File: src/aznable_pkg.sv
package aznable_pkg;

	// bus and memory widths
	localparam int DATA_W = 8;
	localparam int ADDR_W = 16;
	localparam int DN_ADDR_W = 17;
	localparam int PGROM_AW = 15;
	localparam int WKRAM_AW = 14;

	// memory ranges on the raw address
	localparam logic [ADDR_W-1:0] PGROM_TOP = 16'h8000;
	localparam logic [ADDR_W-1:0] WKRAM_BASE = 16'hc000;

	// input pages, upper address byte
	localparam logic [7:0] PAGE_IN0 = 8'h80;
	localparam logic [7:0] PAGE_JOYSTICK = 8'h81;
	localparam logic [7:0] PAGE_PADDLE = 8'h84;
	localparam logic [7:0] PAGE_PS2_KEY = 8'h86;
	localparam logic [7:0] PAGE_TIMESTAMP = 8'h88;
	localparam logic [7:0] PAGE_TIMER = 8'h89;

	// low nibble of the in0 status byte
	localparam logic [3:0] IN0_FIXED = 4'b1000;

	// widths of the input source words
	localparam int JOYSTICK_W = 192;
	localparam int PADDLE_W = 48;
	localparam int PS2_KEY_W = 11;
	localparam int TIMESTAMP_W = 33;

	localparam logic [7:0] DN_INDEX_PGROM = 8'd0;

	// video timing, pixels and lines
	localparam int CNT_W = 9;
	localparam logic [CNT_W-1:0] H_ACTIVE = 9'd320;
	localparam logic [CNT_W-1:0] H_TOTAL = 9'd396;
	localparam logic [CNT_W-1:0] HS_START = 9'd330;
	localparam logic [CNT_W-1:0] HS_END = 9'd362;
	localparam logic [CNT_W-1:0] V_ACTIVE = 9'd240;
	localparam logic [CNT_W-1:0] V_TOTAL = 9'd256;
	localparam logic [CNT_W-1:0] VS_START = 9'd244;
	localparam logic [CNT_W-1:0] VS_END = 9'd247;

	// millisecond timer
	localparam int MS_TICKS = 24000;
	localparam int TIMER_W = 16;
	localparam int MS_PRESCALE_W = $clog2(MS_TICKS);
	localparam logic [MS_PRESCALE_W-1:0] MS_LAST = MS_PRESCALE_W'(MS_TICKS - 1);

	// cpu address, page/offset view of the same word
	typedef struct packed {
		logic [7:0] page;
		logic [7:0] offset;
	} cpu_addr_paged_t;

	typedef union packed {
		logic [ADDR_W-1:0] raw;
		cpu_addr_paged_t paged;
	} cpu_addr_t;

endpackage

File: src/ms_timer.sv
`timescale 1ns/1ns

module ms_timer (
	input logic clk_24,
	input logic reset,
	input logic timer_clear,
	output logic [aznable_pkg::TIMER_W-1:0] count
);

	// clk_24 cycles within the current millisecond
	logic [aznable_pkg::MS_PRESCALE_W-1:0] prescale;

	always_ff @(posedge clk_24)
	begin
		if (reset || timer_clear)
		begin
			// restart a full millisecond from here
			prescale <= '0;
			count <= '0;
		end
		else if (prescale == aznable_pkg::MS_LAST)
		begin
			prescale <= '0;
			// free running, wraps at 16 bits
			count <= count + 1'b1;
		end
		else
		begin
			prescale <= prescale + 1'b1;
		end
	end

endmodule

File: config.mk
export PLATFORM = sky130hd
export DESIGN_NAME = ms_timer
export DESIGN_NICKNAME = d
export VERILOG_FILES = /design/src/aznable_pkg.sv /design/src/ms_timer.sv
export SDC_FILE = /design/constraint.sdc
export NUM_CORES = 1
export LEC_CHECK = 0
export ABC_CLOCK_PERIOD_IN_PS = 2400
export BUFFER_PORTS_ARGS = -buffer_cell sky130_fd_sc_hd__buf_2
export CAP_MARGIN = 20
export CORE_UTILIZATION = 55
export DETAILED_ROUTE_END_ITERATION = 7
export GPL_TIMING_DRIVEN = 0
export MAX_ROUTING_LAYER = met4
export PLACE_DENSITY = 0.75
export SLEW_MARGIN = 15
export SYNTH_ARGS = -nofsm -noshare
export SYNTH_HDL_FRONTEND = slang
export SYNTH_SLANG_ARGS = --single-unit
export TNS_END_PERCENT = 5
File: constraint.sdc
create_clock -name clk_24 -period 2.4 [get_ports clk_24]
set_input_delay 0.12 -clock clk_24 [delete_from_list [all_inputs] [get_ports clk_24]]
set_output_delay 0.12 -clock clk_24 [all_outputs]
set_load 0.005 [all_outputs]
Word level (Yosys, flattened, before mapping)
Index checks and enable logic that the tools add are counted.

Register bits after elaboration: 31.

Add/subtract/negate cells: 2. Equality and inequality tests: 1. Reduce and logical (&&, ||, !) cells: 2.

Operators by type and width (count): adder 16 x 1 -> 16 bit, second input constant (1); adder 15 x 1 -> 15 bit, second input constant (1); equality test 15 bit, second input constant (1); OR reduction 2 bit (1); logical OR 1 bit (1).

Longest topological paths before layout
Depth in word-level cells: 2. Mapped depth: 7. Depth with buffers taken out: 5.

Worst setup path after synthesis
OpenSTA, ideal clock, no wires.

Path type: register -> register. Start: reg prescale[9] in the netlist's numbering. End: reg count[10] in the netlist's numbering. Setup time: 0.132 ns. Arrival time: 1.937 ns. Data required time: 2.268 ns. Path slack: 0.331 ns. Stages on the path, launching flop included: 7. Cells stage by stage: dfxtp_1 > or4b_1 > or4_4 > buf_2 > clkbuf_1 > o21ai_0 > a21oi_1.

Cells in the longest elaborated chain, start to end: 1.

Ends and longest elaborated chain: from (decl) (line ms_timer.sv:11) `logic [aznable_pkg::MS_PRESCALE_W-1:0] prescale;`; from (signal assigned) (line ms_timer.sv:29) `prescale <= prescale + 1'b1;`; equality test 15 bit (line ms_timer.sv:21) `else if (prescale == aznable_pkg::MS_LAST)`; to (signal assigned) (line ms_timer.sv:25) `count <= count + 1'b1;`; to (decl) (line ms_timer.sv:7) `output logic [aznable_pkg::TIMER_W-1:0] count`.

No other way between the ends. A chain may end at the register's enable or synchronous reset.

Final worst setup path
Ends and elaborated chain as after synthesis.

==> results.md <==
- Die height: roughly 53 µm
- Post-Syn Area: approximately 1400 µm²
- Leak pwr: roughly 0.53 nW
- Synth-to-layout area growth: 12.8%
- Rows: 18
- Largest net degree at the start of global routing: 11
- Flop2flop setup slack: around 140 ps
- Slew Limit Fails: 0
- Synth Warn #: 0
- Hold Path End: prescale[1]
- Hold Violations, Final: 0
- RSZ-0062 raised after global routing: no
- DRT antenna net count: 0
- HP Class: in2reg
- Critical Path RT: ~2600 ps
- Status: finished clean
- Clk_skew: ~18 ps
- H-tree Lvls: 2
- Residual DRC: 0
- Most frequent cells in the layout: dfxtp_1, nor2_1, buf_2, a21oi_1
- Setup violators final: 0
- Synth cell types: 26
- Seq/Total Area, Yosys: 43.9%
- All-Layer GR Usage: ~25%
- Reg2reg start: prescale[9]
- CP max FO: 10
- Vias in the first global route: between 1k and 1.5k
- Max Cap Viol: 0
- Final wirelength: between 3000 and 4000 µm
- Die ar.: between 2000 and 3000 µm²
- PwrDens: around 500 nW/µm²
- Fin crit period: ~2300 ps
- First-pass GRT wire length: 4930 µm
- Detailed Route Iter0 Violations: 30
- TritonRoute pass-1 iters: 5
- Initial antenna violation count: 0
- Syn_nets: ~180
- Clock Root Buffer: clkbuf_4
- Fin nets: 200
- Worst EP arrival: 2470 ps
- R2r endpoint: count[10]
- Combinational Power Share: 1.8%
- Fmax achieved: between 0.4 and 0.5 GHz
- Antenna diodes: 0
- Non-Filler Instances: 226
- Peak supply drop: approximately 0.47 mV
- Setup TNS: 0 ps
- Worst-path clk slew: approximately 100 ps
- Chip Width: approximately 53 µm
- Avg Cell Area, Syn: around 8.3 µm²
- Number of fill cells: 231
- Hold path cells: 3
- Via Count: about 1.3k
- Post-synthesis register bit count: 31
- Core area: between 2000 and 2500 µm²
- Most common cell after layout, fill and taps aside: dfxtp_1
- Worst slew pin tran: roughly 450 ps
- Wirelength per Cell: approximately 14 µm
- Ports: 19
- Port-buffer cells: 18
- Psw: 0.190 mW
- Clock Tree Buf Depth: 2
- Dpl cells: 218
- CTS tree: built
- Internal Power: 0.629 mW
- Sequential power share: a little over three fifths
- Synthesized instance count: 170
- Starting density of the core: a little under three fifths
- Power share of the clock group: a little over a third
- Switching Fraction: between 20% and 30%
- Setup bufs post-CTS: 0
- PnR worst setup slack: between 100 and 150 ps
- Setup crit start kind: register
- CP endpoint kind: register
- Pre-CTS WS: around 80 ps
- CP Class: reg2reg
- Min-delay src: reset
- Slew margin rel.: about 70%
- Fin crit share: 94.2%
- Worst R2R Path Depth: 6
- RD Place Congestion: about 0.83
- CTS buffer count: 5
- Skew-Pair Late Insertion Delay: between 300 and 400 ps
- Layout cells sized above 1: approximately 16%
- GRT Residual Overflow: 0
- Dpl hpwl: between 2000 and 2500 µm
- CTS sink cnt: 31
- Via-to-Cell Ratio: 5.72
==> power by group through the flow <==
stage | clock (mW) | sequential, mW | combinational (mW)
final | 0.287 | 0.517 | 0.0151
after global routing | 0.310 | 0.517 | 0.0170
after CTS | 0.294 | 0.517 | 0.0152
after detailed placement | 0 | 0.529 | 0.0151
after global placement | 0 | 0.529 | 0.0145
after floorplan | 0 | 0.528 | 0.00946
==> state kept, by name, indices dropped and copies added (netlist names) <==
| register | cells |
|---|---|
| count | 16 |
| prescale | 15 |
==> cell usage after synthesis <==
cell type	number	area, µm²
ha_1	2	25.0
nor4_1	4	25.0
a21oi_1	14	70.1
and2_1	1	6.26
and4_1	2	17.5
or4_1	3	22.5
and3_1	3	18.8
buf_2	2	10.0
nand4_1	11	68.8
xor2_1	3	26.3
clkbuf_1	5	18.8
or2_2	1	6.26
or3_1	13	81.3
or4b_1	1	10.0
dfxtp_1	31	621
nor2_1	20	75.1
xnor2_1	11	96.3
mux2i_1	1	10.0
inv_1	3	11.3
nand2_1	8	30.0
nor3_1	3	15.0
o31ai_1	1	7.51
o21ai_0	13	65.1
nand3_1	12	60.1
clkbuf_2	1	5.00
or4_4	1	11.3
==> area by class of cell <==
| class | count | area, µm² | share of cell area [%] |
|---|---|---|---|
| buffer | 8 | 35.0 | 2.20 |
| timing repair buffer | 18 | 90.1 | 5.65 |
| multi-input combinational | 128 | 748 | 46.9 |
| clock inverter | 3 | 15.0 | 0.941 |
| clock buffer | 5 | 37.5 | 2.35 |
| inverter | 3 | 11.3 | 0.706 |
| tap | 30 | 37.5 | 2.35 |
| sequential | 31 | 621 | 38.9 |
==> repair_timing <==
action                     CTS  global route
setup endpoints to repair    0             7
resized for setup            0             2
hold buffers                 0             0
==> how the worst max path moves through the flow <==
stage	start	to	slack [ps]	depth (start not counted)
after floorplan	prescale[9]	count[10]	330	6
final	prescale[9]	count[10]	140	6
after detailed placement	prescale[6]	count[10]	80	6
after CTS	prescale[9]	count[10]	70	6
after global routing	prescale[9]	count[2]	40	6
after global placement	prescale[9]	count[2]	140	6
==> critical path: stages (launching register included) <==
cell and delay [ps]:
dfxtp_1 360, or4b_1 530, or4_4 560, buf_2 200, clkbuf_2 210, o21ai_0 200
a21oi_1 80
==> layer usage <==
metal | share of wire (%) | global-route usage, %
met1 | 46 | 27.5
met2 | 48 | 40.9
met3 | 5.0 | 7.83
met4 | 1.7 | 14.5
met5 | 0 | -
==> cell families after synthesis <==
| group | count (synthesis) | share of synthesized area, % |
|---|---|---|
| buf+inv | 11 | 3.19 |
| flops | 31 | 43.9 |
| simple gates | 83 | 31.7 |
| compound gates | 28 | 10.1 |
| mux | 1 | 0.708 |
| fa+ha+maj | 2 | 1.77 |
| xor+xnor | 14 | 8.67 |
==> through the flow <==
stage               utilization, %  instance area, µm²  power [mW]  hold WS [ps]
floorplan                        -                1410       0.538           329
global placement              62.8                1540       0.543           437
detailed placement            62.8                1540       0.544           446
CTS                           64.9                1590       0.825           102
global route                  65.0                1600       0.845           114
finish                        65.0                1600       0.819           117
Power figures use the tool's default switching activity.
