## src/aznable_pkg.sv

```systemverilog
package aznable_pkg;

	// bus and memory widths
	localparam int DATA_W = 8;
	localparam int ADDR_W = 16;
	localparam int DN_ADDR_W = 17;
	localparam int PGROM_AW = 15;
	localparam int WKRAM_AW = 14;

	// memory ranges on the raw address
	localparam logic [ADDR_W-1:0] PGROM_TOP = 16'h8000;
	localparam logic [ADDR_W-1:0] WKRAM_BASE = 16'hc000;

	// input pages, upper address byte
	localparam logic [7:0] PAGE_IN0 = 8'h80;
	localparam logic [7:0] PAGE_JOYSTICK = 8'h81;
	localparam logic [7:0] PAGE_PADDLE = 8'h84;
	localparam logic [7:0] PAGE_PS2_KEY = 8'h86;
	localparam logic [7:0] PAGE_TIMESTAMP = 8'h88;
	localparam logic [7:0] PAGE_TIMER = 8'h89;

	// low nibble of the in0 status byte
	localparam logic [3:0] IN0_FIXED = 4'b1000;

	// widths of the input source words
	localparam int JOYSTICK_W = 192;
	localparam int PADDLE_W = 48;
	localparam int PS2_KEY_W = 11;
	localparam int TIMESTAMP_W = 33;

	localparam logic [7:0] DN_INDEX_PGROM = 8'd0;

	// video timing, pixels and lines
	localparam int CNT_W = 9;
	localparam logic [CNT_W-1:0] H_ACTIVE = 9'd320;
	localparam logic [CNT_W-1:0] H_TOTAL = 9'd396;
	localparam logic [CNT_W-1:0] HS_START = 9'd330;
	localparam logic [CNT_W-1:0] HS_END = 9'd362;
	localparam logic [CNT_W-1:0] V_ACTIVE = 9'd240;
	localparam logic [CNT_W-1:0] V_TOTAL = 9'd256;
	localparam logic [CNT_W-1:0] VS_START = 9'd244;
	localparam logic [CNT_W-1:0] VS_END = 9'd247;

	// millisecond timer
	localparam int MS_TICKS = 24000;
	localparam int TIMER_W = 16;
	localparam int MS_PRESCALE_W = $clog2(MS_TICKS);
	localparam logic [MS_PRESCALE_W-1:0] MS_LAST = MS_PRESCALE_W'(MS_TICKS - 1);

	// cpu address, page/offset view of the same word
	typedef struct packed {
		logic [7:0] page;
		logic [7:0] offset;
	} cpu_addr_paged_t;

	typedef union packed {
		logic [ADDR_W-1:0] raw;
		cpu_addr_paged_t paged;
	} cpu_addr_t;

endpackage

```

## src/bus_decoder.sv

```systemverilog
`timescale 1ns/1ns

module bus_decoder (
	input logic clk_24,
	input logic reset,
	input aznable_pkg::cpu_addr_t cpu_addr,
	input logic cpu_rd,
	input logic cpu_wr,
	input logic [aznable_pkg::JOYSTICK_W-1:0] joystick,
	input logic [aznable_pkg::PADDLE_W-1:0] paddle,
	input logic [aznable_pkg::PS2_KEY_W-1:0] ps2_key,
	input logic [aznable_pkg::TIMESTAMP_W-1:0] timestamp,
	input logic [aznable_pkg::TIMER_W-1:0] timer_count,
	input logic hsync,
	input logic vsync,
	input logic hblank,
	input logic vblank,
	input logic [aznable_pkg::DATA_W-1:0] pgrom_q,
	input logic [aznable_pkg::DATA_W-1:0] wkram_q,
	output logic [aznable_pkg::DATA_W-1:0] cpu_din,
	output logic cpu_rdata_valid,
	output logic wkram_wr,
	output logic timer_clear
);

	logic pgrom_cs;
	logic wkram_cs;
	logic timer_cs;

	// sources zero padded to the reach of their offset bits
	// joystick 5 bits, 32 bytes
	logic [255:0] joystick_ext;
	// paddle and timestamp 3 bits, 8 bytes
	logic [63:0] paddle_ext;
	logic [63:0] timestamp_ext;
	// ps2 key 1 bit, 2 bytes
	logic [15:0] ps2_key_ext;

	logic [aznable_pkg::DATA_W-1:0] in_sel;

	// state of the read in flight
	logic rd_pgrom;
	logic rd_wkram;
	logic [aznable_pkg::DATA_W-1:0] in_byte;

	// memory ranges from the flat address
	assign pgrom_cs = (cpu_addr.raw < aznable_pkg::PGROM_TOP);
	assign wkram_cs = (cpu_addr.raw >= aznable_pkg::WKRAM_BASE);
	assign timer_cs = (cpu_addr.paged.page == aznable_pkg::PAGE_TIMER);

	assign joystick_ext = {{(256 - aznable_pkg::JOYSTICK_W){1'b0}}, joystick};
	assign paddle_ext = {{(64 - aznable_pkg::PADDLE_W){1'b0}}, paddle};
	// byte 4 carries the toggle bit 32
	assign timestamp_ext = {{(64 - aznable_pkg::TIMESTAMP_W){1'b0}}, timestamp};
	assign ps2_key_ext = {{(16 - aznable_pkg::PS2_KEY_W){1'b0}}, ps2_key};

	// input byte from the page view
	always_comb
	begin
		case (cpu_addr.paged.page)
			aznable_pkg::PAGE_IN0:
				in_sel = {hsync, vsync, hblank, vblank, aznable_pkg::IN0_FIXED};
			aznable_pkg::PAGE_JOYSTICK:
				in_sel = joystick_ext[{cpu_addr.paged.offset[4:0], 3'd0} +: 8];
			aznable_pkg::PAGE_PADDLE:
				in_sel = paddle_ext[{cpu_addr.paged.offset[2:0], 3'd0} +: 8];
			aznable_pkg::PAGE_PS2_KEY:
				in_sel = ps2_key_ext[{cpu_addr.paged.offset[0], 3'd0} +: 8];
			aznable_pkg::PAGE_TIMESTAMP:
				in_sel = timestamp_ext[{cpu_addr.paged.offset[2:0], 3'd0} +: 8];
			aznable_pkg::PAGE_TIMER:
				in_sel = timer_count[{cpu_addr.paged.offset[0], 3'd0} +: 8];
			// memory and unmapped pages
			default:
				in_sel = '0;
		endcase
	end

	// write strobes go out in the cycle of cpu_wr
	assign wkram_wr = cpu_wr && wkram_cs;
	assign timer_clear = cpu_wr && timer_cs;

	always_ff @(posedge clk_24)
	begin
		if (reset)
		begin
			cpu_rdata_valid <= 1'b0;
			rd_pgrom <= 1'b0;
			rd_wkram <= 1'b0;
		end
		else
		begin
			cpu_rdata_valid <= cpu_rd;
			rd_pgrom <= cpu_rd && pgrom_cs;
			rd_wkram <= cpu_rd && wkram_cs;
		end
	end

	// input byte sampled with the strobe, same cycle the rams latch
	always_ff @(posedge clk_24)
	begin
		if (cpu_rd)
			in_byte <= in_sel;
	end

	// memory q is already one cycle late, matches the select
	assign cpu_din = rd_pgrom ? pgrom_q :
		rd_wkram ? wkram_q :
		in_byte;

endmodule

```

## config.mk

```make
export PLATFORM = sky130hd
export DESIGN_NAME = bus_decoder
export DESIGN_NICKNAME = d
export VERILOG_FILES = /design/src/aznable_pkg.sv /design/src/bus_decoder.sv
export SDC_FILE = /design/constraint.sdc
export NUM_CORES = 1
export LEC_CHECK = 0
export BUFFER_PORTS_ARGS = -buffer_cell sky130_fd_sc_hd__buf_4
export CAP_MARGIN = 25
export CORE_AREA = 3 3 134 136
export DETAILED_ROUTE_END_ITERATION = 6
export DIE_AREA = 0 0 137 139
export MAX_ROUTING_LAYER = met4
export PLACE_DENSITY = 0.47
export SLEW_MARGIN = 0
export SYNTH_ARGS = -nofsm -noshare
export SYNTH_HDL_FRONTEND = slang
export SYNTH_SLANG_ARGS = --single-unit
export TNS_END_PERCENT = 10
```

## constraint.sdc

```tcl
create_clock -name clk_24 -period 3 [get_ports clk_24]
set_clock_uncertainty 0.15 [all_clocks]
set_input_delay 0.15 -clock clk_24 [delete_from_list [all_inputs] [get_ports clk_24]]
set_output_delay 0.15 -clock clk_24 [all_outputs]
set_load 0.01 [all_outputs]
```

**Word level (Yosys, flattened, before mapping)**

Index checks and enable logic that the tools add are counted.

- Order comparisons: 2
- Reduce and logical (&&, ||, !) cells: 4
- Shifts and indexed selects: 5
- Muxes and demuxes: 3
- Equal/unequal tests: 6

Operators by type and width:

| operator | number |
|---|---|
| 256-bit by 9-bit variable part select with 8-bit output | 1 |
| 64-bit by 7-bit variable part select with 8-bit output | 2 |
| 8-bit equality test, second input constant | 6 |
| 8-bit case mux with 6 select lines | 1 |
| 16-bit by 5-bit variable part select with 8-bit output | 2 |
| 16-bit greater-or-equal comparator, second input constant | 1 |
| 16-bit less-than comparator, second input constant | 1 |
| 8-bit two-way mux | 2 |
| 1-bit logical AND | 4 |

- Bits of input ports: 340
- Flip-flop bits (word level): 11
- Word-level logic and storage cells: 24
- Output and inout bits: 11

**Longest topological paths before layout**

Gate-level depths: netlist of run 1.

- Depth after elaboration: 2
- Mapped depth: 9

**Worst setup path before layout of run 1**

No wires, ideal clock.

- Path type: input -> register
- From: input cpu_addr[10] in the netlist's numbering
- To: register in_byte[1] in the netlist's numbering, data pin
- Data required time: 2.584 ns
- Arrival time: 1.702 ns
- Stages: 7
- Library setup time: 0.266 ns
- Setup slack: 0.882 ns
- Cells stage by stage: buf_4 or3b_1 buf_2 nor3_4 mux4_2 o2bb2ai_1 o21ai_1

- Cells in the longest elaborated chain, start to end: 2
- Elaborated cells on any way between the ends: 7

RTL lines:

| element | RTL line | text |
|---|---|---|
| start, declared | bus_decoder.sv:6 | `input aznable_pkg::cpu_addr_t cpu_addr,` |
| 8-bit equality test | bus_decoder.sv:60 | `case (cpu_addr.paged.page)` |
| 8-bit case mux with 6 select lines (*) | bus_decoder.sv:60 |  |
| named net in_sel, one bit | bus_decoder.sv:39 | `logic [aznable_pkg::DATA_W-1:0] in_sel;` |
| end signal, assigned | bus_decoder.sv:103 | `in_byte <= in_sel;` |
| end, declared | bus_decoder.sv:44 | `logic [aznable_pkg::DATA_W-1:0] in_byte;` |

The timed path passes the listed nets; every way through them passes the cells marked *.
A chain may end at the register's enable or synchronous reset.

**Worst setup path after layout of run 1**

- From: input cpu_addr[15] in the netlist's numbering
- To: register in_byte[1] in the netlist's numbering, data pin

The elaborated chain is that of the path after synthesis.

==> results.py, run 1 <==
metrics = {
    "drt": {
        "detail-route-antenna-nets": 0,
        "vias": 4481,
        "first_pass_iters": 5,
        "drt-initial-drc-count": 157,
        "wire_per_inst_um": 21.1,
        "routed_wl_um": 19100,
        "drc_errors": 0,
        "viasPerCell": 4.95,
    },
    "critical_path": {
        "startpoint": "cpu_addr[15]",
        "cp.arrival_ps": 2570,
        "end_kind": "register",
        "crit_path_frequent_cell": "buf_4",
        "crit_buf_inv": 4,
        "slowest_delay_ps": 610,
        "setup.worst_path.class": "primary input to register",
        "start_kind": "primary input",
        "cp_slowest_cell": "a2111oi_1",
        "crit_chain": "dlygate4sd3_1 -> buf_4 -> nor4b_2 -> buf_4 -> nand2_1 -> a2111oi_1 -> buf_4 -> a221oi_1 -> o21ai_1",
        "cp_max_fo": 11,
        "cp.required_ps": 2950,
        "crit_family": "buffers and inverters",
    },
    "cells_and_area": {
        "layout-drive-gt1-share": 0.652,
        "mostFrequentLayoutCell": "buf_4",
        "diodes": 0,
        "fillers": 1798,
        "area_growth_pct": 83.6,
        "final_cell_mix": "buf_4, mux2i_1, mux4_2",
        "nets": 1022,
    },
    "power_and_ir_drop": {
        "ir_drop_mv": 0.176,
        "leakage_nw": 2.86,
        "power_density_nw_per_um2": 184,
    },
    "global_route": {
        "grt_util_all_layers": 0.193,
        "grt_pass1_wl_um": 27500,
        "grt_pass1_vias": 4834,
        "grt.overflow.total": 0,
        "grt_max_degree": 46,
        "antenna_found_initial": 0,
    },
    "timing": {
        "period_share": 0.873,
        "period_needed_ps": 2620,
        "worst_slew_pin_slew_ps": 768,
        "setup_viol": 0,
        "grt_setup_unrepaired": "false",
        "hold_viol": 0,
        "maxSlewHeadroom": 0.487,
        "fmax_mhz": 382,
        "maxSlewViolCount": 0,
        "tns_ps": 0,
        "worst_slack_ps": 381,
    },
    "logic_synthesis": {
        "synthTopCellsByArea": "mux4_2, mux2i_1, edfxtp_1",
        "syn_area_per_cell_um2": 9.74,
        "syn_inst": 355,
        "syn_area_um2": 3460,
        "synth_edf_count": 8,
        "async_reset_ff_frac": 0,
        "synthMuxAreaShare": 0.478,
        "syn-num-nets": 695,
        "synthAdderAreaFrac": 0,
        "synth_xor_area_frac": 0.00253,
        "yosysWarnings": 0,
        "synth_top_family_by_area": "multiplexers",
        "synthFlopType": "edfxtp_1",
        "synth-seq-cells": 11,
        "synth-compound-area-share": 0.202,
        "yosysTopAreaCell": "mux4_2",
        "yosysTopAreaCellShare": 0.274,
        "synthDistinctLibCells": 61,
        "synth_simple_gate_area_frac": 0.164,
        "yosysSeqAreaShare": 0.0868,
    },
    "outcome": {
        "outcome": "complete, no violations",
    },
    "die": {
        "start_util": 0.203,
        "die_x_um": 137,
        "core_um2": 17100,
        "dieArea_um2": 19000,
        "die_height_um": 139,
        "fp-row-count": 48,
        "ioPinCount": 351,
    },
    "min_path": {
        "whs_path_depth": 2,
        "hold_path_class": "primary input to register",
        "holdPathEnd": "rd_wkram",
        "hp-start": "cpu_addr[14]",
    },
    "placement": {
        "dp_hpwl_um": 16600,
        "gp_congestion": 0.800,
        "port_buffers": 347,
        "dp_slack_ps": 386,
    },
    "clock_network": {
        "tritoncts": "built",
        "post_cts.repair.setup_buffers": 0,
        "cts.sinks": 11,
        "clk_pin_slew_ps": 50,
        "root_buffer": "clkbuf_16",
        "htreeDepth": 1,
        "cts_made_buffers": 3,
        "cts_buffer_depth": 2,
    },
    "run": {
        "drv_cap": 0,
    },
}
## cells in the mapped netlist, types with 2 or more instances
cell type,instances
nor4b_1,4
edfxtp_1,8
o22ai_1,7
nor4bb_1,3
nor3_1,8
nor2_1,9
buf_4,9
nand2b_1,6
nand4_1,2
o211ai_1,9
clkbuf_1,12
o21ai_0,19
o21ai_1,2
a2111oi_0,2
buf_6,2
mux2_2,21
a21oi_1,12
a31oi_1,3
nand3_1,11
and3_1,3
a22oi_1,4
o221a_2,4
nand2_1,27
o311ai_1,2
mux2i_1,47
or2_2,2
nor3_4,3
mux4_2,42
inv_1,2
dfxtp_1,3
o221ai_1,4
a211oi_1,4
buf_2,16
nor2b_1,6
nor3b_1,2
a221oi_1,8
o31ai_1,2
a222oi_1,2
## layer usage
| layer | part of all wire | GRT usage |
|---|---|---|
| met1 | 0.38 | 0.224 |
| met2 | 0.54 | 0.355 |
| met3 | 0.072 | 0.0287 |
| met4 | 0.013 | 0.0310 |
| met5 | 0 | - |
## registers in the layout, summed over array words and instances (netlist names)
register / count
cpu_rdata_valid: 1
rd_pgrom: 1
rd_wkram: 1
in_byte: 8
## stage by stage
step,util,instances,area [um^2],hold WS (ps),power (mW)
finish,0.372,906,6350,21.9,1.17
global route,0.372,906,6350,49.2,1.24
CTS,0.372,906,6350,17.8,1.18
detailed placement,0.366,900,6250,187,0.920
global placement,0.366,900,6250,189,0.911
floorplan,-,355,3460,71.6,0.487
## final cells by class
cell class,instances,area [um^2],share of cell area
Multi-Input combinational cell,301,2940,0.464
Inverter,3,11.3,0.00177
Timing Repair Buffer,362,2740,0.431
Sequential cell,11,300,0.0473
Clock buffer,4,78.8,0.0124
Tap cell,225,282,0.0443
## kinds of logic (layout without fill, tap and decap cells)
family	Yosys count	after routing
AO/OA/AOI/OAI	95	95
XOR/XNOR	1	1
buffers and inverters	43	369
flip-flops	11	11
multiplexers	110	110
AND/OR/NAND/NOR	95	95
## worst max-delay path by stage
stage	cells past startpoint	end
6_report	9	in_byte[1]
5_1_grt	9	in_byte[1]
4_1_cts	9	in_byte[1]
3_5_place_dp	6	in_byte[7]
3_3_place_gp	8	in_byte[1]
2_1_floorplan	7	in_byte[1]
## report_power, final
part | switching (mW) | leakage, nW | internal, mW | total [mW]
Clock | 0.0753 | 0.0382 | 0.179 | 0.255
Sequential | 0.00635 | 0.101 | 0.171 | 0.178
Combinational | 0.261 | 2.73 | 0.472 | 0.733
## repair_timing
action | CTS | global route
hold buffers | 2 | 0
setup endpoints to repair | 0 | 1
resized for setup | 0 | 1
hold endpoints to repair | 2 | 0
(Power assumes the default switching activity.)
==> run 2: changes to the inputs <==
--- a/config.mk
+++ b/config.mk
@@ -10,7 +10,6 @@
 export CORE_AREA = 3 3 134 136
 export DETAILED_ROUTE_END_ITERATION = 6
 export DIE_AREA = 0 0 137 139
-export MAX_ROUTING_LAYER = met4
 export PLACE_DENSITY = 0.47
 export SLEW_MARGIN = 0
 export SYNTH_ARGS = -nofsm -noshare
==> run 2 against run 1 <==
Against the previous run:
- flip-flop and latch count unchanged
- sequential share of layout area unchanged
- cell count unchanged
- non-clock buffer count unchanged
- power down 0.13%
- maximum frequency down 0.16%
- highest routed layer unchanged
==> results.py, run 2 (synthesis gave the netlist of run 1 again) <==
metrics = {
    "outcome": {
        "outcome": "complete, no violations",
    },
    "die": {
        "fp-row-count": 48,
        "ioPinCount": 351,
        "die_x_um": 137,
        "dieArea_um2": 19000,
        "start_util": 0.203,
        "core_um2": 17100,
        "die_height_um": 139,
    },
    "timing": {
        "hold_viol": 0,
        "period_share": 0.874,
        "tns_ps": 0,
        "maxSlewViolCount": 0,
        "worst_slew_pin_slew_ps": 758,
        "worst_slack_ps": 377,
        "grt_setup_unrepaired": "false",
        "setup_viol": 0,
        "hold_slack_ps": 22.0,
        "fmax_mhz": 381,
        "period_needed_ps": 2620,
        "maxSlewHeadroom": 0.494,
    },
    "cells_and_area": {
        "largest_reg_flops": 8,
        "nets": 1022,
        "layout-drive-gt1-share": 0.652,
        "diodes": 0,
        "area_growth_pct": 83.6,
        "top_register": "in_byte",
        "final_cell_mix": "buf_4, mux2i_1, mux4_2",
        "final_cell_count_no_fill": 906,
        "fillers": 1798,
        "final_cell_area_um2": 6350,
        "mostFrequentLayoutCell": "buf_4",
        "final_util": 0.372,
    },
    "placement": {
        "dpl_cell_area_um2": 6250,
        "gp_congestion": 0.788,
        "port_buffers": 347,
        "dp.cells": 900,
        "dp_slack_ps": 386,
        "dp_hpwl_um": 16600,
    },
    "drt": {
        "detail-route-antenna-nets": 0,
        "wire_per_inst_um": 21.0,
        "drc_errors": 0,
        "viasPerCell": 4.95,
        "vias": 4481,
        "drt-initial-drc-count": 141,
        "routed_wl_um": 19100,
        "first_pass_iters": 5,
    },
    "power_and_ir_drop": {
        "ir_drop_mv": 0.176,
        "power_density_nw_per_um2": 183,
        "total_power_mw": 1.16,
        "leakage_nw": 2.86,
    },
    "min_path": {
        "hold_path_class": "primary input to register",
    },
    "critical_path": {
        "cp.arrival_ps": 2580,
        "setup.worst_path.class": "primary input to register",
        "end_kind": "register",
        "crit_end": "in_byte[1]",
        "cp.required_ps": 2950,
        "cp_max_fo": 11,
        "startpoint": "cpu_addr[15]",
        "start_kind": "primary input",
    },
    "run": {
        "drv_cap": 0,
    },
    "global_route": {
        "grt_max_degree": 46,
        "grt.overflow.total": 0,
        "antenna_found_initial": 0,
        "grt_util_all_layers": 0.188,
        "grt_pass1_wl_um": 27600,
        "grt_pass1_vias": 4824,
    },
    "clock_network": {
        "post_cts.repair.setup_buffers": 0,
        "clk_pin_slew_ps": 50,
        "cts_buffer_depth": 2,
        "htreeDepth": 1,
        "cts_made_buffers": 3,
        "tritoncts": "built",
        "cts.sinks": 11,
        "root_buffer": "clkbuf_16",
    },
}
## run 2: how the worst min path moves through the flow
stage | from | end | cells after the start
2_1_floorplan | cpu_addr[15] | rd_pgrom | 1
3_3_place_gp | reset | cpu_rdata_valid | 2
3_5_place_dp | reset | cpu_rdata_valid | 2
4_1_cts | cpu_addr[14] | rd_wkram | 2
5_1_grt | cpu_addr[14] | rd_wkram | 2
6_report | cpu_addr[14] | rd_wkram | 2
## run 2: per-layer routing
layer,vias up,wire (um),global-route usage
li1,2130,-,-
met1,2137,7130,0.218
met2,198,10300,0.358
met3,16,1360,0.0348
met4,0,232,0.0289
met5,-,0,0
## run 2: what timing repair did
| item | in CTS | in global routing |
|---|---|---|
| endpoints found under the hold margin | 2 | 0 |
| gates resized for setup | 0 | 1 |
| hold buffers | 2 | 0 |
| endpoints found under the setup margin | 0 | 1 |
## run 2: layout make-up
| class | instances | area (um^2) | share of cell area |
|---|---|---|---|
| multi-input cells | 301 | 2940 | 0.464 |
| inverters | 3 | 11.3 | 0.00177 |
| well taps | 225 | 282 | 0.0443 |
| clock buffers | 4 | 78.8 | 0.0124 |
| flip-flops and latches | 11 | 300 | 0.0473 |
| repair buffers | 362 | 2740 | 0.431 |
## run 2: power by group
| part | leakage [nW] | total, mW | internal (mW) | switching [mW] |
|---|---|---|---|---|
| clock network | 0.0382 | 0.255 | 0.179 | 0.0754 |
| registers | 0.101 | 0.178 | 0.171 | 0.00643 |
| logic | 2.73 | 0.731 | 0.472 | 0.259 |
## run 2: critical path, cell delays in order
cell and delay, ps:
dlygate4sd3_1 530, buf_4 130, nor4b_2 270, buf_4 250, nand2_1 250, a2111oi_1 610
buf_4 200, a221oi_1 80, o21ai_1 100
