--- src/aznable_pkg.sv ---
package aznable_pkg;

	// bus and memory widths
	localparam int DATA_W = 8;
	localparam int ADDR_W = 16;
	localparam int DN_ADDR_W = 17;
	localparam int PGROM_AW = 15;
	localparam int WKRAM_AW = 14;

	// memory ranges on the raw address
	localparam logic [ADDR_W-1:0] PGROM_TOP = 16'h8000;
	localparam logic [ADDR_W-1:0] WKRAM_BASE = 16'hc000;

	// input pages, upper address byte
	localparam logic [7:0] PAGE_IN0 = 8'h80;
	localparam logic [7:0] PAGE_JOYSTICK = 8'h81;
	localparam logic [7:0] PAGE_PADDLE = 8'h84;
	localparam logic [7:0] PAGE_PS2_KEY = 8'h86;
	localparam logic [7:0] PAGE_TIMESTAMP = 8'h88;
	localparam logic [7:0] PAGE_TIMER = 8'h89;

	// low nibble of the in0 status byte
	localparam logic [3:0] IN0_FIXED = 4'b1000;

	// widths of the input source words
	localparam int JOYSTICK_W = 192;
	localparam int PADDLE_W = 48;
	localparam int PS2_KEY_W = 11;
	localparam int TIMESTAMP_W = 33;

	localparam logic [7:0] DN_INDEX_PGROM = 8'd0;

	// video timing, pixels and lines
	localparam int CNT_W = 9;
	localparam logic [CNT_W-1:0] H_ACTIVE = 9'd320;
	localparam logic [CNT_W-1:0] H_TOTAL = 9'd396;
	localparam logic [CNT_W-1:0] HS_START = 9'd330;
	localparam logic [CNT_W-1:0] HS_END = 9'd362;
	localparam logic [CNT_W-1:0] V_ACTIVE = 9'd240;
	localparam logic [CNT_W-1:0] V_TOTAL = 9'd256;
	localparam logic [CNT_W-1:0] VS_START = 9'd244;
	localparam logic [CNT_W-1:0] VS_END = 9'd247;

	// millisecond timer
	localparam int MS_TICKS = 24000;
	localparam int TIMER_W = 16;
	localparam int MS_PRESCALE_W = $clog2(MS_TICKS);
	localparam logic [MS_PRESCALE_W-1:0] MS_LAST = MS_PRESCALE_W'(MS_TICKS - 1);

	// cpu address, page/offset view of the same word
	typedef struct packed {
		logic [7:0] page;
		logic [7:0] offset;
	} cpu_addr_paged_t;

	typedef union packed {
		logic [ADDR_W-1:0] raw;
		cpu_addr_paged_t paged;
	} cpu_addr_t;

endpackage

--- src/video_timer.sv ---
`timescale 1ns/1ns

module video_timer (
	input logic clk_24,
	input logic reset,
	input logic ce_6,
	output logic [aznable_pkg::CNT_W-1:0] hcnt,
	output logic [aznable_pkg::CNT_W-1:0] vcnt,
	output logic hblank,
	output logic vblank,
	output logic hsync,
	output logic vsync
);

	logic [aznable_pkg::CNT_W-1:0] hcnt_next;
	logic [aznable_pkg::CNT_W-1:0] vcnt_next;
	logic h_wrap;

	// last pixel of the line
	assign h_wrap = (hcnt == aznable_pkg::H_TOTAL - 1'b1);

	always_comb
	begin
		hcnt_next = h_wrap ? '0 : hcnt + 1'b1;
		vcnt_next = vcnt;
		// line counter only moves on the horizontal wrap
		if (h_wrap)
		begin
			if (vcnt == aznable_pkg::V_TOTAL - 1'b1)
				vcnt_next = '0;
			else
				vcnt_next = vcnt + 1'b1;
		end
	end

	// blank and sync decoded from the next counts
	// so they line up with the counters
	always_ff @(posedge clk_24)
	begin
		if (reset)
		begin
			hcnt <= '0;
			vcnt <= '0;
			hblank <= 1'b0;
			vblank <= 1'b0;
			hsync <= 1'b0;
			vsync <= 1'b0;
		end
		else if (ce_6)
		begin
			hcnt <= hcnt_next;
			vcnt <= vcnt_next;
			hblank <= (hcnt_next >= aznable_pkg::H_ACTIVE);
			vblank <= (vcnt_next >= aznable_pkg::V_ACTIVE);
			// sync windows, end exclusive
			hsync <= (hcnt_next >= aznable_pkg::HS_START) && (hcnt_next < aznable_pkg::HS_END);
			vsync <= (vcnt_next >= aznable_pkg::VS_START) && (vcnt_next < aznable_pkg::VS_END);
		end
	end

endmodule

--- config.mk ---
export PLATFORM = sky130hd
export DESIGN_NAME = video_timer
export DESIGN_NICKNAME = d
export VERILOG_FILES = /design/src/aznable_pkg.sv /design/src/video_timer.sv
export SDC_FILE = /design/constraint.sdc
export NUM_CORES = 1
export LEC_CHECK = 0
export ABC_AREA = 1
export BUFFER_PORTS_ARGS = -buffer_cell sky130_fd_sc_hd__buf_2
export CORE_MARGIN = 3
export CORE_UTILIZATION = 44
export CTS_CLUSTER_SIZE = 24
export DETAILED_ROUTE_END_ITERATION = 10
export PLACE_DENSITY = 0.74
export SLEW_MARGIN = 10
export SYNTH_ARGS = -nofsm -noshare
export SYNTH_HDL_FRONTEND = slang
export SYNTH_SLANG_ARGS = --single-unit
export TNS_END_PERCENT = 20
--- constraint.sdc ---
create_clock -name clk_24 -period 1.5 [get_ports clk_24]
set_input_delay 0.075 -clock clk_24 [delete_from_list [all_inputs] [get_ports clk_24]]
set_output_delay 0.075 -clock clk_24 [all_outputs]
set_load 0.02 [all_outputs]
## Yosys cells after proc, flatten, opt, wreduce, memory -nomap -nowiden

Index checks and enable logic that the tools add are counted.

- $add $sub $neg: 2
- Magnitude comparators: 6
- Equal/unequal tests: 2
- Mux-type cells: 3
- Reductions and logical operators: 2

Operator list:

| kind | count |
|---|---|
| $mux W9 | 3 |
| $add A9 B1 Y9 const B | 2 |
| $ge A9 B8 Y1 const B | 2 |
| $ge A9 B9 Y1 const B | 2 |
| $eq A9 B8 Y1 const B | 1 |
| $eq A9 B9 Y1 const B | 1 |
| $lt A9 B8 Y1 const B | 1 |
| $lt A9 B9 Y1 const B | 1 |
| $logic_and A1 B1 Y1 | 2 |

- Register bits: 22
- Input port bits: 3
- Output and inout port bits: 22
- Word-level logic and storage cells: 21

## Depth between registers and ports, before layout

Gate-level depths: netlist of the first run.

- Depth after elaboration: 5
- Depth in mapped cells: 12

## Least setup slack after synthesis of the first run

OpenSTA, ideal clock, no wires.

- Path kind: register -> register
- Start point: register hcnt[0] in the netlist's numbering
- End point: register vblank
- Data arrival time: 1.580 ns
- Data required time: 1.383 ns
- Path slack: -0.197 ns
- Stages on the path, launching flop included: 13
- Path buffers: 0
- Clock period less this slack: 1.697 ns
- Cell sequence: dfxtp_1 > ha_1 > nand2_1 > inv_1 > nand2_1 > nor2_4 > nand3_1 > nand2_1 > inv_1 > nand3_1 > nor2_4 > nor2_1 > nor2_1

- Word-level cells in the longest chain between the ends: 3

Ends and longest elaborated chain:

| what | line | RTL |
|---|---|---|
| from (decl) | video_timer.sv:7 | `output logic [aznable_pkg::CNT_W-1:0] hcnt,` |
| from (signal assigned) | video_timer.sv:51 | `hcnt <= hcnt_next;` |
| $eq A9 B9 Y1 | video_timer.sv:20 | `assign h_wrap = (hcnt == aznable_pkg::H_TOTAL - 1'b1);` |
| $mux W9 | video_timer.sv:27 | `if (h_wrap)` |
| $ge A9 B8 Y1 | video_timer.sv:54 | `vblank <= (vcnt_next >= aznable_pkg::V_ACTIVE);` |
| to (signal assigned) | video_timer.sv:54 |  |
| to (decl) | video_timer.sv:10 | `output logic vblank,` |

Every way passes these cells.
A chain may end at the register's enable or synchronous reset.

## Worst setup path in the final report of the first run

- Start point: register hcnt[0] in the netlist's numbering
- End point: register vsync

- Word-level cells in the longest chain between the ends: 4

Ends and longest elaborated chain:

| what | line | RTL |
|---|---|---|
| $eq A9 B9 Y1 * | video_timer.sv:20 |  |
| $mux W9 * | video_timer.sv:27 |  |
| $ge A9 B8 Y1 / $lt A9 B8 Y1 (equally long branches) | video_timer.sv:57 | `vsync <= (vcnt_next >= aznable_pkg::VS_START) && (vcnt_next < aznable_pkg::VS_END);` |
| $logic_and A1 B1 Y1 * | video_timer.sv:57 |  |
| to (signal assigned) | video_timer.sv:57 |  |
| to (decl) | video_timer.sv:12 | `output logic vsync` |

Every way passes the cells marked *; elsewhere a longest branch is shown, timed or not.

==> results.toml, run 1 <==
[timing]
period_share_pct = 103
relSlewSlack_pct = 76.1
worst_pin_slew_ns = 0.358
hold_viol = 0
slew_violations = 0
fin_worst_skew_ns = 0.00268
setup_viol = 3
post-route-min-period_ns = 1.55
setup_ws_ns = -0.0465
rsz0062_at_grt = "yes"
clock.fmax_mhz = 647

[critical_path]
cpPeakStageDelay_ns = 0.38
cp.buffers_inverters = 1
crit_chain = "ha_4 > nand2_2 > inv_2 > nand2_2 > nor2_4 > nand3_2 > nand2_4 > nand3_2 > nor2_2 > nand2_1 > a21oi_2"
rr_worst_depth = 11
cp_num_cells = 11
regToRegStartpoint = "hcnt[0]"
required_ns = 1.76
critical_path.endpoint = "vsync"
setup.worst_path.start = "hcnt[0]"
cp_top_family = "simple AND/OR/NAND/NOR gates"
worst-path-max-fanout = 6
r2r_slack_ns = -0.05
arrival_ns = 1.80
rr_endpoint = "vsync"
end_kind = "flip-flop"
start_kind = "flip-flop"
critical_path.slowest_cell = "dfxtp_4"
crit_type = "flip-flop to flip-flop"

[power_and_ir_drop]
powerDensity_nw_per_um2 = 639
peakVddDrop_uv = 372
power_mw = 1.21
leakagePower_nw = 0.873

[clock_tree]
clockBufferDepth = 2
cts_tree = "yes"
cts_buffers = 3
ctsHoldBuffers = 0
clk_latency_ns = 0.31
cts_root_buffer = "clkbuf_4"
cts.sinks = 22
clk_pin_slew_ns = 0.12
htreeDepth = 1

[route]
routed_wl_microns = 3950
drtPass1Iterations = 5
avgRoutedWirePerCell_microns = 12.5
vias = 1618
dr.first_iter.drc_count = 93
avgViaCountPerCell = 5.14
route.detailed.drc = 0
ant_nets = 0

[yosys]
synthCells = 227
synth-seq-cells = 22
synth.area.top_cells = "dfxtp_1 30%, nand2_1 16%, a21oi_1 6.8%"
synth_top_area_share_pct = 29.9
syn-num-nets = 232
synth_area_leader_cell = "dfxtp_1"
yosysUniqueCellTypes = 30
synthArstFlopShare_pct = 0
synth_flop_cell = "dfxtp_1"
syn_area_sq_um = 1470
avgSynthCellArea_sq_um = 6.49
ys_seq_area_share_pct = 29.9
yosysWarnings = 0
synth-edff-count = 0

[layout]
post-route-util_pct = 60.7
insertedDiodeCount = 0
layout_common_cells = "60 x nand2_1, 24 x buf_2, 23 x buf_4"
multi_input_area_sq_um = 960
n_fill_cell = 284
layout-drive-gt1-share_pct = 36.2
seqCellArea_sq_um = 459
design_area_sq_um = 1900
area_delta_synth_final_pct = 29.0
final_nets = 277
layout_commonest_cell = "nand2_1"

[placement]
portBuffers = 24
gp_congestion = 0.888
place_area_sq_um = 1760
post-dp-hpwl_microns = 2960

[job]
maxCapViolCount = 0

[die]
num_rows = 20
die_h_microns = 63.9
ios = 25
die_area_sq_um = 4080
dieWidth_microns = 63.9
coreArea_sq_um = 3130
start_util_pct = 47.1

[min_path]
min_path_type = "input pin to flip-flop"
hold_depth = 3

[global_route]
grt_antenna_before_repair = 0
grt_pass1_wl_microns = 6770
grt_max_degree = 17
grt_usage_pct = 20.4
grt_pass1_vias = 1501
overflow = 0

[run_status]
outcome = "complete, but fails checks"
violations = "negative setup slack"
==> flip-flops by register name, summed over array words and instances (netlist names) <==
| name | flops |
|---|---|
| hblank | 1 |
| vblank | 1 |
| hsync | 1 |
| vsync | 1 |
| vcnt | 9 |
| hcnt | 9 |
==> worst reg2reg max path, stage by stage (launching register included) <==
cell     delay, ns
dfxtp_4       0.38
ha_4          0.14
nand2_2       0.08
inv_2         0.07
nand2_2       0.06
nor2_4        0.21
nand3_2       0.12
nand2_4       0.10
nand3_2       0.08
nor2_2        0.10
nand2_1       0.06
a21oi_2       0.10
==> power breakdown <==
group	switching [mW]	leakage, nW	internal, mW
clock	0.183	0.0154	0.0971
sequential	0.0362	0.185	0.613
combinational	0.176	0.673	0.109
total	0.395	0.873	0.819
==> cell type report <==
cell class              instances  area share (%)
inverters                      27            5.60
well taps                      44            2.90
repair buffers                 47            15.4
clock inverters                 1           0.198
flip-flops and latches         22            24.2
multi-input cells             171            50.5
clock buffers                   3            1.19
==> metal layers <==
metal	share of wire [%]	wire length, microns	vias to the layer above	GRT usage, %
met1	45	1780	739	27.0
met4	1.9	76	0	5.12
met2	47	1850	50	33.5
li1	-	-	821	-
met3	6.2	246	8	4.39
met5	0	0	-	0
==> repair_timing <==
item                                    CTS  global route
endpoints found under the setup margin    3            10
setup buffers                             2             2
endpoints found under the hold margin     0             0
pin swaps                                 4             6
gates resized for setup                   5            21
==> cell families (layout without fill, tap and decap cells) <==
family / after synthesis / count (layout) / share of synthesized area (%)
compound gates: 41 / 41 / 15.0
xor+xnor: 4 / 4 / 2.38
fa+ha+maj: 2 / 2 / 1.70
buf+inv: 34 / 78 / 11.0
flops: 22 / 22 / 29.9
simple gates: 124 / 124 / 40.0
==> how the worst min path moves through the flow <==
stage | start | to
2_1_floorplan | reset | vcnt[7]
3_3_place_gp | reset | vsync
3_5_place_dp | reset | vsync
4_1_cts | reset | vsync
5_1_grt | reset | vsync
6_report | reset | vsync
==> synth_stat cells, drive strengths merged, types with 2 or more instances <==
| cell | count |
|---|---|
| nand2 | 69 |
| nor2 | 27 |
| inv | 24 |
| dfxtp | 22 |
| nand3 | 22 |
| a21oi | 21 |
| o21ai | 16 |
| clkbuf | 5 |
| nor3 | 4 |
| xor2 | 4 |
| clkinv | 3 |
| a211oi | 2 |
| buf | 2 |
| ha | 2 |
==> per-stage QoR <==
step / hold slack, ns / TNS, ns / setup slack (ns) / instances
global route: 0.102 / -0.803 / -0.181 / 315
finish: 0.107 / -0.0750 / -0.0465 / 315
global placement: 0.433 / -0.0441 / -0.0317 / 307
CTS: 0.0919 / -0.109 / -0.0387 / 313
detailed placement: 0.438 / -0.108 / -0.0611 / 307
floorplan: 0.231 / 0 / 0.0142 / 227
No activity file was read; power rests on OpenSTA's default activity.
==> inputs of run 2 (changes only) <==
==> constraint.sdc (replaced) <==
create_clock -name clk_24 -period 1.5 [get_ports clk_24]
set_input_delay 0.3 -clock clk_24 [delete_from_list [all_inputs] [get_ports clk_24]]
set_output_delay 0.3 -clock clk_24 [all_outputs]
set_load 0.02 [all_outputs]
==> run 2 against run 1 <==
  * The run still ends with negative setup slack left
  * Global-route usage grew 0.72 points
  * Fmax shrank 1.7%
  * Combinational power up 2%
  * Critical path type unchanged
  * Largest power group unchanged
==> results.toml, run 2 (synthesis results as in run 1) <==
[run_status]
outcome = "complete, but fails checks"
violations = "negative setup slack"

[route]
routed_wl_microns = 4120
vias = 1606
dr.first_iter.drc_count = 97
ant_nets = 0
drtPass1Iterations = 4
route.detailed.drc = 0
avgViaCountPerCell = 5.08
avgRoutedWirePerCell_microns = 13.0

[global_route]
grt_antenna_before_repair = 0
overflow = 0
grt_max_degree = 17
grt_usage_pct = 21.1
grt_pass1_wl_microns = 6960
grt_pass1_vias = 1487

[critical_path]
arrival_ns = 1.79
start_kind = "flip-flop"
rr_worst_depth = 13
required_ns = 1.72
worst-path-max-fanout = 6
crit_type = "flip-flop to flip-flop"
rr_endpoint = "vsync"
r2r_slack_ns = -0.07
end_kind = "flip-flop"
critical_path.endpoint = "vsync"
regToRegStartpoint = "hcnt[0]"
setup.worst_path.start = "hcnt[0]"

[die]
die_h_microns = 63.9
coreArea_sq_um = 3130
num_rows = 20
ios = 25
die_area_sq_um = 4080
dieWidth_microns = 63.9
start_util_pct = 47.1

[placement]
post-dp-hpwl_microns = 2960
gp_congestion = 0.918
portBuffers = 24

[timing]
setup_ws_ns = -0.0740
relSlewSlack_pct = 75.5
clock.fmax_mhz = 635
setup_tns_ns = -0.131
post-route-min-period_ns = 1.57
fin_worst_skew_ns = 0.00636
setup_viol = 4
period_share_pct = 105
worst_pin_slew_ns = 0.367
fin_hold_ws_ns = 0.327
rsz0062_at_grt = "yes"
slew_violations = 0
hold_viol = 0

[clock_tree]
cts_tree = "yes"
cts_buffers = 3
clk_latency_ns = 0.32
cts_root_buffer = "clkbuf_4"
cts.sinks = 22
htreeDepth = 1
clk_pin_slew_ns = 0.12
clockBufferDepth = 2

[layout]
layout_commonest_cell = "nand2_1"
post-route-util_pct = 62.2
insertedDiodeCount = 0
final_nets = 278
layout-drive-gt1-share_pct = 41.2
top_regs = "hcnt (9), vcnt (9)"
area_delta_synth_final_pct = 32.2
layout_common_cells = "56 x nand2_1, 24 x buf_2, 23 x buf_4"

[min_path]
holdCritStartpoint = "reset"
min_path_type = "input pin to flip-flop"

[power_and_ir_drop]
powerDensity_nw_per_um2 = 632
power_mw = 1.23
leakagePower_nw = 0.877
peakVddDrop_uv = 516

[job]
maxCapViolCount = 0
==> run 2: cell types whose count changed in the layout (fill, tap and decap cells not counted), sizes merged <==
cell,change
clkbuf,+1
buf,+1
inv,-1
==> run 2: timing repair <==
item,in CTS,in global routing
pin swaps,7,10
gates resized for setup,13,26
hold buffers,0,0
setup buffers,2,3
endpoints found under the setup margin,4,11
==> run 2: worst min-delay path by stage <==
| stage | to | slack (ns) | depth (start not counted) |
|---|---|---|---|
| 4_1_cts | vsync | 0.32 | 3 |
| 3_5_place_dp | hblank | 0.46 | 2 |
| 5_1_grt | vsync | 0.34 | 3 |
| 3_3_place_gp | hblank | 0.45 | 2 |
| 2_1_floorplan | vcnt[7] | 0.46 | 3 |
| 6_report | hblank | 0.33 | 3 |
==> run 2: cell type report <==
cell class                      instances  area (sq um)
Timing Repair Buffer                   48           304
Inverter                               27           106
Fill cell                             289          1180
Clock buffer                            4          26.3
Tap cell                               44          55.1
Multi-Input combinational cell        171           995
Sequential cell                        22           460
==> run 2: power breakdown <==
group / internal (mW) / switching [mW]
Clock: 0.104 / 0.184
Sequential: 0.613 / 0.0368
Combinational: 0.112 / 0.180
==> run 2: critical path, stage by stage (launching register included) <==
cell and delay (ns):
dfxtp_4 0.38, ha_4 0.15, nand2_2 0.08, inv_2 0.06
nand2_2 0.06, nor2_4 0.20, buf_4 0.15, nand3_2 0.07
nand2_1 0.07, nand2_1 0.05, inv_1 0.06, nor2_2 0.03
nand2_1 0.07, a21oi_2 0.04
==> run 2: stage by stage <==
step,setup slack (ns),area [sq um],std cells
6_report,-0.0740,1950,316
3_5_place_dp,-0.0658,1760,307
3_3_place_gp,-0.0516,1760,307
2_1_floorplan,0.0142,1500,227
4_1_cts,-0.0397,1850,313
5_1_grt,-0.179,1950,316
==> run 2: metal layers <==
metal	vias to the layer above	GRT usage (%)	part of all wire (%)
met4	0	4.58	0.51
met2	30	34.2	48
met5	-	0	0
met3	2	4.75	4.4
met1	741	28.6	47
li1	833	-	-
==> inputs of run 3 (changes only) <==
- CTS_BUF_LIST: not set -> sky130_fd_sc_hd__clkbuf_4
- HOLD_SLACK_MARGIN: not set -> 0.1
==> run 3 against run 2 <==
  * The run still ends with negative setup slack left
  * Routed wire length is 0.56% higher
  * Sequential power is essentially flat
  * Worst hold slack worse by 0.00065 ns
  * Non-clock buffer count unchanged
  * Combinational power hardly changed
  * Via count down 0.44%
  * Global-route usage unchanged
==> results.toml, run 3 (synthesis results as in run 1) <==
[run_status]
outcome = "complete, but fails checks"
violations = "negative setup slack"

[die]
die_h_microns = 63.9
num_rows = 20
start_util_pct = 47.1
ios = 25
die_area_sq_um = 4080
dieWidth_microns = 63.9
coreArea_sq_um = 3130

[job]
maxCapViolCount = 0

[placement]
post-dp-hpwl_microns = 2960
dpl.cell_count = 307
pre_cts_ws_ns = -0.0658
portBuffers = 24
gp_congestion = 0.918

[timing]
post-route-min-period_ns = 1.58
setup_ws_ns = -0.0754
clock.fmax_mhz = 635
setup_viol = 4
rsz0062_at_grt = "yes"
period_share_pct = 105
hold_viol = 0
slew_violations = 0
fin_worst_skew_ns = 0.00562
worst_pin_slew_ns = 0.367
fin_hold_ws_ns = 0.326
relSlewSlack_pct = 75.5

[route]
ant_nets = 0
avgRoutedWirePerCell_microns = 13.1
vias = 1599
dr.first_iter.drc_count = 97
routed_wl_microns = 4140
drtPass1Iterations = 4
route.detailed.drc = 0
avgViaCountPerCell = 5.06

[global_route]
met1_usage_pct = 28.6
top_usage_layer = "met2"
grt_max_degree = 17
grt_pass1_vias = 1487
grt_antenna_before_repair = 0
overflow = 0
use_met3_pct = 4.75
grtUsageMet2_pct = 34.2
grt_pass1_wl_microns = 6960
grt_usage_pct = 21.1

[power_and_ir_drop]
swShare_pct = 32.1
p_clk_share_pct = 24.6
leakagePower_nw = 0.881
peakVddDrop_uv = 545
p_int_uw = 848
combPwrFrac_pct = 23.4
powerDensity_nw_per_um2 = 641
power_frac_seq_pct = 52.0
switchingPower_uw = 402

[clock_tree]
ctsHoldBuffers = 0
htreeDepth = 1
clk_pin_slew_ns = 0.12
cts.sinks = 22
cts_root_buffer = "clkbuf_4"
cts_tree = "yes"
clockBufferDepth = 2
clk_latency_ns = 0.32
cts_buffers = 3

[layout]
insertedDiodeCount = 0
layout_common_cells = "56 x nand2_1, 24 x buf_2, 23 x buf_4"
seqCellArea_sq_um = 460
layout_commonest_cell = "nand2_1"
layout-drive-gt1-share_pct = 41.5
area_delta_synth_final_pct = 32.5
multi_input_area_sq_um = 995
top_regs = "hcnt (9), vcnt (9)"
final_nets = 278
n_fill_cell = 287
layout.cells.non_filler = 316

[critical_path]
crit_top_cell = "nand2_1"
worst-path-max-fanout = 6
crit_type = "flip-flop to flip-flop"
required_ns = 1.72
r2r_slack_ns = -0.08
start_kind = "flip-flop"
crit_chain = "ha_4 > nand2_2 > inv_2 > nand2_2 > nor2_4 > buf_4 > nand3_2 > nand2_1 > nand2_1 > inv_1 > nor2_2 > nand2_1 > a21oi_2"
cp_top_family = "simple AND/OR/NAND/NOR gates"
critical_path.slowest_cell = "dfxtp_4"
cpPeakStageDelay_ns = 0.38
arrival_ns = 1.80
end_kind = "flip-flop"
cp.buffers_inverters = 3

[min_path]
min_path_type = "input pin to flip-flop"
run 3: cell count changes in the layout (fill, tap and decap cells not counted):
cell / previous run / this run
clkbuf_4: 3 / 4
clkbuf_1: 1 / 0
run 3: per-layer routing:
metal	vias up	part of all wire, %
met3	2	4.7
met5	-	0
met2	30	48
met1	736	47
met4	0	0.51
li1	831	-
run 3: metrics by stage:
| step | instance area, sq um | total power, mW | utilization (%) | setup TNS (ns) |
|---|---|---|---|---|
| after floorplan | 1500 | 0.834 | - | 0 |
| after global placement | 1760 | 0.927 | 56.2 | -0.116 |
| after detailed placement | 1760 | 0.930 | 56.2 | -0.231 |
| after CTS | 1860 | 1.25 | 59.4 | -0.0911 |
| after global routing | 1950 | 1.32 | 62.4 | -0.868 |
| final | 1950 | 1.25 | 62.4 | -0.136 |
run 3: timing repair:
item	CTS	global route
buffers inserted	2	3
gates resized for setup	13	26
endpoints found under the setup margin	4	11
pin swaps	7	10
run 3: worst min-delay path, stage by stage:
cell and delay (ns):
buf_2 0.09, buf_4 0.18, a21oi_2 0.04
run 3: power by group through the flow:
stage	clock network, mW	logic (mW)	registers, mW
floorplan	0	0.141	0.693
global route	0.343	0.323	0.656
detailed placement	0	0.267	0.663
global placement	0	0.267	0.661
CTS	0.322	0.279	0.649
finish	0.307	0.292	0.650
run 3: final timing paths:
path	from	cells after the start	end
min reg2reg	vsync	2	vsync
max	hcnt[0]	13	vsync
min	reset	3	vsync
max reg2reg	hcnt[0]	13	vsync
run 3: area by class of cell:
| type | count | area share, % |
|---|---|---|
| multi-input cells | 171 | 51.0 |
| flip-flops and latches | 22 | 23.6 |
| repair buffers | 48 | 15.6 |
| clock buffers | 4 | 1.54 |
| inverters | 27 | 5.45 |
| well taps | 44 | 2.82 |
